<file path="src/hw/pc_bus_pkg.sv">
package pc_bus_pkg;

	// ======================================================================
	// CPU data bus geometry
	// ======================================================================

	// Word address, bits 19 down to 1
	// Byte address bit 0 is carried by the byte selects
	localparam int ADDR_W = 19;

	// Data word width
	localparam int DATA_W = 16;

	// One select per byte lane
	localparam int LANES = DATA_W / 8;

	// ======================================================================
	// Bus field types
	// ======================================================================

	// Read and write data
	typedef logic [DATA_W-1:0] word_t;

	// Word address, indexed like the byte address
	typedef logic [ADDR_W:1] addr_t;

	// Bit 1 high byte, bit 0 low byte
	typedef logic [LANES-1:0] bytesel_t;

endpackage

</file>
<file path="src/hw/led_blink_register.sv">
`timescale 1ns/100ps

module led_blink_register
	import pc_bus_pkg::*;
#(
	parameter int BLINK_CYCLES = 25_000_000,
	parameter int PAUSE_CYCLES = 25_000_000
) (
	input  logic  sys_clk,
	input  logic  xreset,
	input  logic  core_reset,

	// Port access
	input  logic  leds_sel,
	input  word_t cpu_wdata,
	input  logic  cpu_wr_en,

	// Register response
	output logic  leds_ack,
	output word_t leds_rdata,

	// Board LED
	output logic  led_user
);

	localparam int LONGEST = (BLINK_CYCLES > PAUSE_CYCLES) ? BLINK_CYCLES : PAUSE_CYCLES;
	localparam int PHASE_W = $clog2(LONGEST + 1);
	localparam logic [PHASE_W-1:0] BLINK_LAST = PHASE_W'(BLINK_CYCLES - 1);
	localparam logic [PHASE_W-1:0] PAUSE_LAST = PHASE_W'(PAUSE_CYCLES - 1);

	logic [7:0]         count;
	logic [7:0]         mod_cnt;
	logic [PHASE_W-1:0] phase;
	logic               in_pause;
	logic               start;
	logic               wr_hit;
	logic               phase_end;
	logic               seq_idle;
	word_t              rd_q;

	assign start     = leds_sel & ~leds_ack;
	assign wr_hit    = start & cpu_wr_en;
	assign phase_end = phase == (in_pause ? PAUSE_LAST : BLINK_LAST);

	// Sequencer restarts on a write and parks while count is zero
	assign seq_idle = core_reset | wr_hit | (count == '0);

	// ======================================================================
	// Count register
	// ======================================================================

	// Clears itself at the end of the pause
	always_ff @(posedge sys_clk or posedge xreset) begin
		if (xreset) begin
			count <= '0;
		end else if (core_reset) begin
			count <= '0;
		end else if (wr_hit) begin
			count <= cpu_wdata[7:0];
		end else if (in_pause && phase_end) begin
			count <= '0;
		end
	end

	// ======================================================================
	// Blink and pause sequencer
	// ======================================================================

	always_ff @(posedge sys_clk or posedge xreset) begin
		if (xreset) begin
			phase    <= '0;
			mod_cnt  <= '0;
			in_pause <= 1'b0;
			led_user <= 1'b0;
		end else if (seq_idle) begin
			phase    <= '0;
			mod_cnt  <= '0;
			in_pause <= 1'b0;
			led_user <= 1'b0;
		end else begin
			// Lit when the phase is a multiple of the count
			led_user <= ~in_pause & (mod_cnt == '0);
			mod_cnt  <= (mod_cnt == count - 8'd1) ? '0 : mod_cnt + 8'd1;
			if (phase_end) begin
				phase    <= '0;
				in_pause <= ~in_pause;
			end else begin
				phase <= phase + 1'b1;
			end
		end
	end

	// ======================================================================
	// Bus response
	// ======================================================================

	always_ff @(posedge sys_clk or posedge xreset) begin
		if (xreset) begin
			leds_ack <= 1'b0;
		end else begin
			leds_ack <= start;
		end
	end

	// Count as it was before the write
	always_ff @(posedge sys_clk) begin
		if (start) begin
			rd_q <= {8'b0, count};
		end
	end

	assign leds_rdata = leds_ack ? rd_q : '0;

endmodule

</file>
<file path="config.mk">
export PLATFORM = sky130hd
export DESIGN_NAME = led_blink_register
export DESIGN_NICKNAME = d
export VERILOG_FILES = /design/src/hw/pc_bus_pkg.sv /design/src/hw/led_blink_register.sv
export SDC_FILE = /design/constraint.sdc
export NUM_CORES = 1
export LEC_CHECK = 0
export BUFFER_PORTS_ARGS = -buffer_cell sky130_fd_sc_hd__clkbuf_2
export CAP_MARGIN = 20
export CORE_ASPECT_RATIO = 0.8
export CORE_MARGIN = 3
export CORE_UTILIZATION = 40
export CTS_CLUSTER_DIAMETER = 50
export DETAILED_ROUTE_END_ITERATION = 10
export HOLD_SLACK_MARGIN = 0.1
export PLACE_DENSITY_LB_ADDON = 0.05
export SKIP_LAST_GASP = 1
export SLEW_MARGIN = 0
export SYNTH_ARGS = -nofsm -noshare
export SYNTH_HDL_FRONTEND = slang
export SYNTH_SLANG_ARGS = --single-unit
</file>
<file path="constraint.sdc">
create_clock -name sys_clk -period 4.2 [get_ports sys_clk]
set_input_delay 0.84 -clock sys_clk [delete_from_list [all_inputs] [get_ports sys_clk]]
set_output_delay 0.84 -clock sys_clk [all_outputs]
set_load 0.01 [all_outputs]
</file>
== Word level (Yosys, flattened, before mapping) ==
Cells that the tools add are included.
Widths: inputs -> output; s select.

* Add/sub/neg operators: 3
* Mux-type cells: 11
* Equal/unequal tests: 2
* Bitwise gates (word level): 7
* Reductions and logical operators: 5

{| class="wikitable"
|+ Operator list
! cell !! count
|-
| $mux 25 || 2
|-
| $mux 8 || 6
|-
| $add 25x1->25 const B || 1
|-
| $eq 25x25->1 const B || 1
|-
| $logic_not 8->1 || 2
|-
| $add 8x1->8 const B || 1
|-
| $eq 8x8->1 || 1
|-
| $sub 8x1->8 const B || 1
|-
| $and 1x1->1 || 3
|-
| $mux 1 || 3
|-
| $reduce_bool 3->1 || 1
|-
| $not 1->1 || 2
|-
| $or 1x1->1 || 2
|-
| $reduce_bool 2->1 || 1
|-
| $logic_and 1x1->1 || 1
|}

* Output and inout bits: 18
* Word-level logic and storage cells: 35
* Flip-flop bits (word level): 52
* Bits of input ports: 21

== Logic depth before layout (Yosys ltp) ==
Gate-level depths: netlist of the first run.

* Word-level depth: 6
* Mapped depth: 8
* Gate-level depth less buffers: 7

== Least setup slack after synthesis of the first run ==
No wires, ideal clock.

* Kind: in2reg
* Start point: input port leds_sel
* End point: register phase[11]
* Setup slack: 2.360 ns
* Setup time: 0.072 ns
* Required time: 4.128 ns
* Arrival time: 1.768 ns
* Stages on the path: 7
* Cells stage by stage: nand3b_1 > nand2b_1 > a31oi_1 > nand2b_1 > buf_4 > buf_6 > nor2_1

* Longest elaborated chain between the ends: 5

{| class="wikitable"
|+ RTL lines
! element !! RTL line !! RTL
|-
| start, declared || led_blink_register.sv:14 || <nowiki>input logic leds_sel,</nowiki>
|-
| $and 1x1->1 || led_blink_register.sv:41 || <nowiki>assign start = leds_sel & ~leds_ack;</nowiki>
|-
| $and 1x1->1 || led_blink_register.sv:42 || <nowiki>assign wr_hit = start & cpu_wr_en;</nowiki>
|-
| $or 1x1->1 (2 in a row) || led_blink_register.sv:46 || <nowiki>assign seq_idle = core_reset | wr_hit | (count == '0);</nowiki>
|-
| $mux 25 || led_blink_register.sv:75 || <nowiki>end else if (seq_idle) begin</nowiki>
|-
| end signal, assigned || led_blink_register.sv:88 || <nowiki>phase <= phase + 1'b1;</nowiki>
|-
| end, declared || led_blink_register.sv:33 || <nowiki>logic [PHASE_W-1:0] phase;</nowiki>
|}

No other way between the ends.
A chain may end at the register's enable or synchronous reset.

== Final worst setup path of the first run ==
* Start point: register phase[0]
* End point: register phase[15]

* Longest elaborated chain between the ends: 3
* Elaborated cells on any way between the ends: 4
* Classes of those cells: add/sub (1); eq/ne (1); mux (2)

{| class="wikitable"
|+ RTL lines
! element !! RTL line !! RTL
|-
| $add 25x1->25 or $eq 25x25->1 (tied branches) || led_blink_register.sv:88, led_blink_register.sv:43 ||
|-
| $mux 25 * || led_blink_register.sv:84 || <nowiki>if (phase_end) begin</nowiki>
|-
| $mux 25 * || led_blink_register.sv:75 ||
|}

Every way passes the cells marked *; elsewhere a longest branch is shown, timed or not.

==> impl_metrics.py, run 1 <==
metrics = {
    "place": {
        "dpl.hpwl_mm": 3.54,
        "portBuffers": 22,
        "dp_slack_ns": 1.54,
        "gp_congestion": 0.729,
    },
    "floorplanning": {
        "initial_utilization_pct": 42.0,
        "die_area_sq_mm": 0.00786,
        "boundaryPins": 39,
        "core_area_sq_mm": 0.00651,
        "rows": 26,
        "fp.dieW_microns": 98.4,
        "die-height_microns": 79.9,
    },
    "synthesis": {
        "syn_area_per_cell_sq_um": 10.7,
        "ys_ff_latch": 52,
        "yosysSeqAreaShare_pct": 49.1,
        "synth_cell_type_count": 39,
        "synth_commonest_cells": "44 x dfrtp_1, 41 x nor2_1, 26 x xor2_1",
        "yosys.area.top_type": "dfrtp_1",
        "ys.warnings.count": 0,
        "netlist_area_sq_mm": 0.00273,
        "synthCells": 255,
        "ys_top_cells_by_area": "dfrtp_1 40%, edfxtp_1 8.8%, xor2_1 8.3%",
        "synth-edff-count": 8,
        "synthArstFlopShare_pct": 84.6,
        "yosysMostFrequentCell": "dfrtp_1",
        "synth_top_area_share_pct": 40.3,
        "ys.flop_type": "dfrtp_1",
    },
    "detailed_routing": {
        "wire_per_inst_microns": 14.0,
        "vias_per_cell": 4.88,
        "drt_iter0_drc": 65,
        "vias": 1755,
        "first_pass_iters": 4,
        "drtAntennaViolNets": 0,
        "wl_mm": 5.04,
        "drc": 0,
    },
    "layout": {
        "nets": 301,
        "seq_area_sq_mm": 0.00134,
        "n_antenna_cell": 0,
        "fillers": 652,
        "drive_gt1_share_pct": 14.5,
        "multi_input_area_sq_mm": 0.00126,
        "final_core_util_pct": 45.5,
        "areaGrowthSynthToFinish_pct": 8.39,
    },
    "worst_setup_path": {
        "start_kind": "flop",
        "cp-end-kind": "flop",
        "critPathBufInv": 0,
        "reg2reg_depth": 6,
        "startpoint": "phase[0]",
        "cp_max_fo": 25,
        "critPathTopFamily": "simple AND/OR/NAND/NOR gates",
        "r2r-start": "phase[0]",
        "crit_cells": 6,
        "slowest_delay_ns": 0.80,
        "r2r_setup_slack_ns": 1.78,
        "critPathKind": "reg -> reg",
        "r2r-end": "phase[15]",
        "cp_cell_sequence": "ha_1, and4_1, nand2_2, nor4_4, nand2b_1, nor2_1",
        "crit_end": "phase[15]",
        "cp.required_ns": 4.35,
        "cpMaxStageDelayCell": "nand2b_1",
        "critPathArrivalTime_ns": 2.57,
    },
    "pwr": {
        "internal_power_mw": 0.733,
        "p_switching_mw": 0.233,
        "pwr-share-comb_pct": 9.2,
        "ir_drop_v": 0.000148,
        "p_clk_share_pct": 35.0,
        "seq_power_share_pct": 55.8,
        "leakagePower_nw": 1.33,
        "p_per_area_mw_per_mm2": 326,
        "p_total_mw": 0.965,
        "p_sw_share_pct": 24.1,
    },
    "grt": {
        "grt_max_degree": 45,
        "grt_pass1_wl_mm": 8.66,
        "grt-ovfl-total": 0,
        "grt_pass1_vias": 1679,
        "grtUsageTotal_pct": 13.9,
        "antenna_found_initial": 0,
    },
    "clock_tree": {
        "ctsRootBufferMaster": "clkbuf_8",
        "cts_tree": "done",
        "clk_path_buf_depth": 2,
        "post_cts_buffers": 0,
        "insertion_delay_ns": 0.30,
        "cts.sinks": 52,
        "cts.htree.levels": 2,
        "cts_resized": 0,
        "holdBufCountCts": 0,
        "clkTransAtPathRegs_ns": 0.09,
        "cts_made_buffers": 5,
    },
    "timing": {
        "fin_crit_sh_pct": 57.7,
        "hold_viol_final": 0,
        "setup_slack_ns": 1.78,
        "finalMaxSlewViolations": 0,
        "skew_ns": 0.00785,
        "slew-limit-headroom_pct": 35.0,
        "fin_tns_setup_ns": 0,
        "setup_violations": 0,
        "clock.fmax_mhz": 413,
        "fin_hold_ws_ns": 0.483,
        "worst_pin_slew_ns": 0.974,
        "period_minus_slack_ns": 2.42,
        "rsz0062_at_grt": "no",
    },
    "run_status": {
        "status": "finished clean",
    },
    "min_path": {
        "hold_path_class": "reg -> reg",
    },
    "run": {
        "drv_cap": 0,
    },
}
stage by stage:
step,area (sq um),instances
floorplan,2760,262
global placement,2850,352
detailed placement,2850,352
CTS,2960,360
global route,2960,360
finish,2960,360
worst reg2reg max path: cells and delay by family, from the launching register on:
family / cells / cell delay (ns)
and+or+nand+nor: 5 / 1.63
DFF: 1 / 0.39
adders and majority gates: 1 / 0.24
cells in the final DEF, fill, tap and decap left out, types with 3 or more instances in the layout:
cell type,count
nand2_1,11
xor2_1,26
dfrtp_1,44
nand3_1,18
edfxtp_1,8
clkbuf_8,5
nor2_1,41
nand2b_1,4
and3_1,4
and4_1,4
nand4_1,6
conb_1,8
ha_1,5
xnor2_1,12
nor4_1,3
inv_1,6
nand3b_1,3
a22o_1,8
and2_1,10
clkbuf_2,22
state kept, by name (all words and copies together) (netlist names):
| name | flops |
|---|---|
| phase | 25 |
| rd_q | 8 |
| leds_ack | 1 |
| count | 8 |
| led_user | 1 |
| in_pause | 1 |
| mod_cnt | 8 |
power groups by stage:
stage | combinational, mW | clock, mW | sequential, mW
final | 0.0887 | 0.338 | 0.539
after global placement | 0.0906 | 0 | 0.549
after detailed placement | 0.0906 | 0 | 0.549
after floorplan | 0.0782 | 0 | 0.544
after global routing | 0.100 | 0.377 | 0.542
after CTS | 0.0912 | 0.354 | 0.539
per-layer routing:
layer  vias to the layer above  global-route usage, %  wire, microns
li1                        895                      -              -
met1                       827                   21.9           2810
met2                        31                   18.6           2010
met3                         2                   3.49            198
met4                         0                   3.41             18
met5                         -                      0              0
worst min-delay path by stage:
stage                  start  endpoint  slack [ns]  cells after the start
CTS                 phase[0]  phase[0]        0.49                      1
global route        phase[0]  phase[0]        0.52                      1
detailed placement  phase[0]  phase[0]        0.48                      1
finish              phase[0]  phase[0]        0.48                      1
floorplan           count[3]   rd_q[3]        0.42                      0
global placement    phase[0]  phase[0]        0.48                      1
cells by family after synthesis:
logic type	Yosys count	synth area share, %
flip-flops	52	49.1
XOR/XNOR	38	12.2
adder cells (fa/ha/maj)	5	2.29
AO/OA/AOI/OAI	17	5.68
other	1	0.137
buffers and inverters	23	5.50
AND/OR/NAND/NOR	119	25.1
area by class of cell:
class	instances	share of cell area, %
Inverter	7	0.888
Clock inverter	3	1.44
Tap cell	84	3.55
Sequential cell	52	45.3
Multi-Input combinational cell	187	42.7
Timing Repair Buffer	22	3.72
Clock buffer	5	2.33
Note: power is estimated with default switching activity, not from simulation.
==> run 2: changes to the inputs <==
==> constraint.sdc (replaced) <==
create_clock -name sys_clk -period 2.06 [get_ports sys_clk]
set_input_delay 0.412 -clock sys_clk [delete_from_list [all_inputs] [get_ports sys_clk]]
set_output_delay 0.412 -clock sys_clk [all_outputs]
set_load 0.01 [all_outputs]
==> impl_metrics.py, run 2 (synthesized netlist as in run 1, its figures left out) <==
metrics = {
    "worst_setup_path": {
        "cp_max_fo": 25,
        "cp-end-kind": "flop",
        "critPathKind": "reg -> reg",
        "cp.required_ns": 2.26,
        "critPathArrivalTime_ns": 2.12,
        "reg2reg_depth": 6,
        "start_kind": "flop",
    },
    "layout": {
        "largest_register_ffs": 25,
        "instances_no_fill": 373,
        "n_antenna_cell": 0,
        "top_register": "phase",
        "fillers": 642,
        "final_cell_mix": "44 x dfrtp_1, 41 x nor2_1, 26 x xor2_1, 22 x clkbuf_2, 18 x nand3_1",
        "areaGrowthSynthToFinish_pct": 11.6,
        "drive_gt1_share_pct": 18.0,
        "layout_commonest_cell": "dfrtp_1",
        "nets": 314,
    },
    "timing": {
        "finalMaxSlewViolations": 0,
        "period_minus_slack_ns": 1.92,
        "fin_crit_sh_pct": 93.3,
        "hold_viol_final": 0,
        "setup_violations": 0,
        "worst_pin_slew_ns": 0.702,
        "setup_slack_ns": 0.138,
        "fin_tns_setup_ns": 0,
        "rsz0062_at_grt": "no",
        "skew_ns": 0.0108,
        "clock.fmax_mhz": 520,
        "slew-limit-headroom_pct": 53.1,
    },
    "detailed_routing": {
        "wire_per_inst_microns": 13.8,
        "vias_per_cell": 4.85,
        "drc": 0,
        "wl_mm": 5.16,
        "vias": 1808,
        "first_pass_iters": 4,
        "drt_iter0_drc": 88,
        "drtAntennaViolNets": 0,
    },
    "clock_tree": {
        "clk_path_buf_depth": 2,
        "insertion_delay_ns": 0.30,
        "cts_tree": "done",
        "cts_made_buffers": 5,
        "clkTransAtPathRegs_ns": 0.10,
        "cts.sinks": 52,
        "holdBufCountCts": 0,
        "cts.htree.levels": 2,
        "ctsRootBufferMaster": "clkbuf_8",
    },
    "place": {
        "portBuffers": 22,
        "dp_slack_ns": 0.141,
        "dpl.hpwl_mm": 3.76,
        "dp_cells": 365,
        "gp_congestion": 0.743,
    },
    "pwr": {
        "ir_drop_v": 0.000307,
        "leakagePower_nw": 1.39,
        "p_per_area_mw_per_mm2": 616,
    },
    "grt": {
        "grt_pass1_vias": 1819,
        "grt_max_degree": 33,
        "antenna_found_initial": 0,
        "grt_pass1_wl_mm": 9.09,
        "grt-ovfl-total": 0,
        "grtUsageTotal_pct": 14.7,
    },
    "run": {
        "drv_cap": 0,
    },
    "floorplanning": {
        "die_area_sq_mm": 0.00786,
        "core_area_sq_mm": 0.00651,
        "boundaryPins": 39,
        "initial_utilization_pct": 42.0,
        "fp.dieW_microns": 98.4,
        "die-height_microns": 79.9,
        "rows": 26,
    },
    "min_path": {
        "hold_path_class": "in -> async",
    },
    "run_status": {
        "status": "finished clean",
    },
}
[run 2: final timing paths]
check | from | to | slack, ns
min in group sys_clk | cpu_wdata[2] | count[2] | 0.33
max in group asynchronous | xreset | phase[22] | 1.29
worst max register to register | phase[9] | phase[13] | 0.14
worst min register to register | phase[0] | phase[0] | 0.49
worst min-delay path | xreset | in_pause | 0.20
worst max-delay path | phase[9] | phase[13] | 0.14
[run 2: critical path: stages, from the launching register on]
cell and delay (ns):
dfrtp_1 0.44, nor4_2 0.35, nand4b_1 0.20, nor4_4 0.37
nand2b_1 0.20, buf_12 0.18, nor2_1 0.06
[run 2: layout make-up]
class | count | area (sq um) | area share [%]
Sequential cell | 52 | 1340 | 44.0
Tap cell | 84 | 105 | 3.45
Clock buffer | 6 | 72.6 | 2.38
Clock inverter | 2 | 11.3 | 0.369
Multi-Input combinational cell | 187 | 1270 | 41.7
Inverter | 7 | 26.3 | 0.862
Timing Repair Buffer | 35 | 220 | 7.22
[run 2: stage by stage]
stage	hold WS, ns	area [sq um]	power, mW	utilization (%)
4_1_cts	0.222	3040	1.92	46.8
3_3_place_gp	0.468	2960	1.33	45.5
6_report	0.197	3050	1.88	46.8
3_5_place_dp	0.480	2960	1.34	45.5
2_1_floorplan	0.420	2760	1.27	-
5_1_grt	0.243	3050	1.99	46.8
[run 2: timing repair]
item | CTS | global route
setup buffers | 0 | 0
endpoints found under the setup margin | 0 | 16
gates resized for setup | 0 | 1
[run 2: power by group]
part           switching, mW  internal (mW)
Combinational          0.125         0.0892
Clock                  0.331          0.237
Sequential            0.0250           1.07
Total                  0.482           1.39
[run 2: metal layers]
| metal | track usage [%] | routed length (microns) | up-vias |
|---|---|---|---|
| met5 | 0 | 0 | - |
| met1 | 22.9 | 2820 | 851 |
| met2 | 20.0 | 2070 | 29 |
| met3 | 3.41 | 207 | 8 |
| li1 | - | - | 920 |
| met4 | 4.09 | 63 | 0 |
==> run 3: changes to the inputs <==
--- a/config.mk
+++ b/config.mk
@@ -5,6 +5,7 @@
 export SDC_FILE = /design/constraint.sdc
 export NUM_CORES = 1
 export LEC_CHECK = 0
+export ABC_AREA = 1
 export BUFFER_PORTS_ARGS = -buffer_cell sky130_fd_sc_hd__clkbuf_2
 export CAP_MARGIN = 20
 export CORE_ASPECT_RATIO = 0.8
==> impl_metrics.py, run 3 <==
metrics = {
    "place": {
        "gp_congestion": 0.817,
        "portBuffers": 22,
        "dpl.hpwl_mm": 5.44,
        "dp_cells": 555,
    },
    "worst_setup_path": {
        "critPathBufInv": 2,
        "cp_cell_sequence": "inv_1, ha_1, inv_1, nand2_1, nand2_1, nor2_1, nand2_1, nor2_1, nand2_1, o21bai_2, nor2_1",
        "cp_max_fo": 8,
        "r2r-end": "mod_cnt[3]",
        "critPathArrivalTime_ns": 1.96,
        "cp-end-kind": "flop",
        "reg2reg_depth": 11,
        "cpMaxStageDelayCell": "dfrtp_1",
        "critPathKind": "reg -> reg",
        "slowest_delay_ns": 0.41,
        "r2r_setup_slack_ns": 0.29,
        "critPathTopFamily": "simple AND/OR/NAND/NOR gates",
        "cpMostUsedCell": "nand2_1",
        "cp.required_ns": 2.25,
        "r2r-start": "count[1]",
        "startpoint": "count[1]",
        "start_kind": "flop",
    },
    "layout": {
        "areaGrowthSynthToFinish_pct": 10.4,
        "instances_no_fill": 563,
        "drive_gt1_share_pct": 12.7,
        "largest_register_ffs": 25,
        "n_antenna_cell": 0,
        "nets": 483,
        "layout_commonest_cell": "nand2_1",
        "final_cell_mix": "94 x nand2_1, 71 x inv_1, 71 x nor2_1, 44 x dfrtp_1, 41 x nand3_1",
        "top_register": "phase",
    },
    "grt": {
        "grt_pass1_wl_mm": 12.1,
        "grt_use_met2_pct": 23.9,
        "grt_util_met3_pct": 2.89,
        "grtUsageTotal_pct": 16.9,
        "antenna_found_initial": 0,
        "grt_pass1_vias": 2508,
        "met1_usage_pct": 26.6,
        "grt_max_degree": 25,
        "busiest_layer": "met1",
        "grt-ovfl-total": 0,
    },
    "clock_tree": {
        "ctsRootBufferMaster": "clkbuf_8",
        "post_cts_buffers": 0,
        "clk_path_buf_depth": 2,
        "cts_resized": 0,
        "cts_tree": "done",
        "cts_made_buffers": 5,
        "holdBufCountCts": 0,
        "cts.htree.levels": 2,
        "cts.sinks": 52,
        "insertion_delay_ns": 0.32,
        "clkTransAtPathRegs_ns": 0.11,
    },
    "min_path": {
        "hold_path_class": "in -> async",
    },
    "synthesis": {
        "synth_top_area_share_pct": 35.2,
        "yosysMostFrequentCell": "nand2_1",
        "yosys.area.top_type": "dfrtp_1",
        "ys.warnings.count": 0,
        "synthCells": 426,
        "syn_area_per_cell_sq_um": 7.35,
        "synthArstFlopShare_pct": 84.6,
        "yosysSeqAreaShare_pct": 42.9,
        "ys_top_cells_by_area": "dfrtp_1 35%, nand2_1 11%, inv_1 8.6%",
        "synth_commonest_cells": "94 x nand2_1, 72 x inv_1, 71 x nor2_1",
        "synth-edff-count": 8,
        "ys.flop_type": "dfrtp_1",
        "netlist_area_sq_mm": 0.00313,
        "synth_cell_type_count": 29,
        "ys_ff_latch": 52,
    },
    "pwr": {
        "leakagePower_nw": 1.63,
        "p_total_mw": 1.93,
        "p_per_area_mw_per_mm2": 559,
        "ir_drop_v": 0.000291,
    },
    "detailed_routing": {
        "vias_per_cell": 4.64,
        "vias": 2613,
        "wl_mm": 6.99,
        "drtAntennaViolNets": 0,
        "first_pass_iters": 4,
        "wire_per_inst_microns": 12.4,
        "drt_iter0_drc": 134,
        "drc": 0,
    },
    "floorplanning": {
        "die_area_sq_mm": 0.00893,
        "fp.dieW_microns": 105,
        "core_area_sq_mm": 0.00750,
        "boundaryPins": 39,
        "rows": 28,
        "initial_utilization_pct": 41.7,
        "die-height_microns": 85.1,
    },
    "timing": {
        "period_minus_slack_ns": 1.77,
        "slew-limit-headroom_pct": 64.7,
        "hold_viol_final": 0,
        "clock.fmax_mhz": 565,
        "rsz0062_at_grt": "no",
        "skew_ns": 0.0149,
        "finalMaxSlewViolations": 0,
        "worst_pin_slew_ns": 0.528,
        "setup_violations": 0,
        "fin_tns_setup_ns": 0,
        "fin_crit_sh_pct": 86.0,
    },
    "run": {
        "drv_cap": 0,
    },
    "run_status": {
        "status": "finished clean",
    },
}
-- run 3: cell types whose count changed after synthesis, sizes merged, moves of 6 or more --
cell	previous run	this run
inv	7	76
o21ai	0	12
xor2	26	8
buf	16	10
nor3	3	21
a22o	8	0
and2	10	1
nand2	12	98
xnor2	12	2
nor2	41	76
nand3	18	46
-- run 3: area by class of cell --
type | count | area (sq um)
tap | 105 | 131
clock inverter | 3 | 23.8
multi-input combinational | 295 | 1460
clock buffer | 5 | 68.8
sequential | 52 | 1340
fill | 810 | 4040
inverter | 76 | 285
timing repair buffer | 27 | 148
-- run 3: worst max path at each step --
stage,endpoint,cells after the start
after floorplan,phase[7],8
after global placement,mod_cnt[5],11
after detailed placement,mod_cnt[3],10
after CTS,mod_cnt[3],10
after global routing,mod_cnt[4],11
final,mod_cnt[3],11
-- run 3: logic make-up (layout without fill, tap and decap cells) --
family                     Yosys count  in the layout  share of synthesized area, %
AOI/OAI and AO/OA                   18             18                          3.12
xor gates and xnor gates            10             10                          2.80
adders and majority gates            5              5                          2.00
buffers and inverters               86            111                          11.4
DFF                                 52             52                          42.9
other                                1              8                         0.120
and+or+nand+nor                    254            254                          37.7
-- run 3: per-stage QoR --
step | area [sq um] | setup slack (ns) | util, % | hold WS, ns
2_1_floorplan | 3160 | 0.487 | - | 0.432
5_1_grt | 3450 | 0.0389 | 46.1 | 0.146
4_1_cts | 3450 | 0.271 | 46.1 | 0.127
3_3_place_gp | 3360 | 0.276 | 44.8 | 0.449
6_report | 3450 | 0.289 | 46.1 | 0.110
3_5_place_dp | 3360 | 0.273 | 44.8 | 0.458
-- run 3: per-layer routing --
metal  routed length (microns)  share of wire, %
met1                      3890                56
met2                      2710                39
met3                       326               4.7
met4                        64              0.92
met5                         0                 0
-- run 3: report_power, final --
part           internal, mW  switching (mW)  total, mW
logic                0.0736           0.149      0.222
clock network         0.242           0.371      0.613
registers              1.07          0.0250       1.10
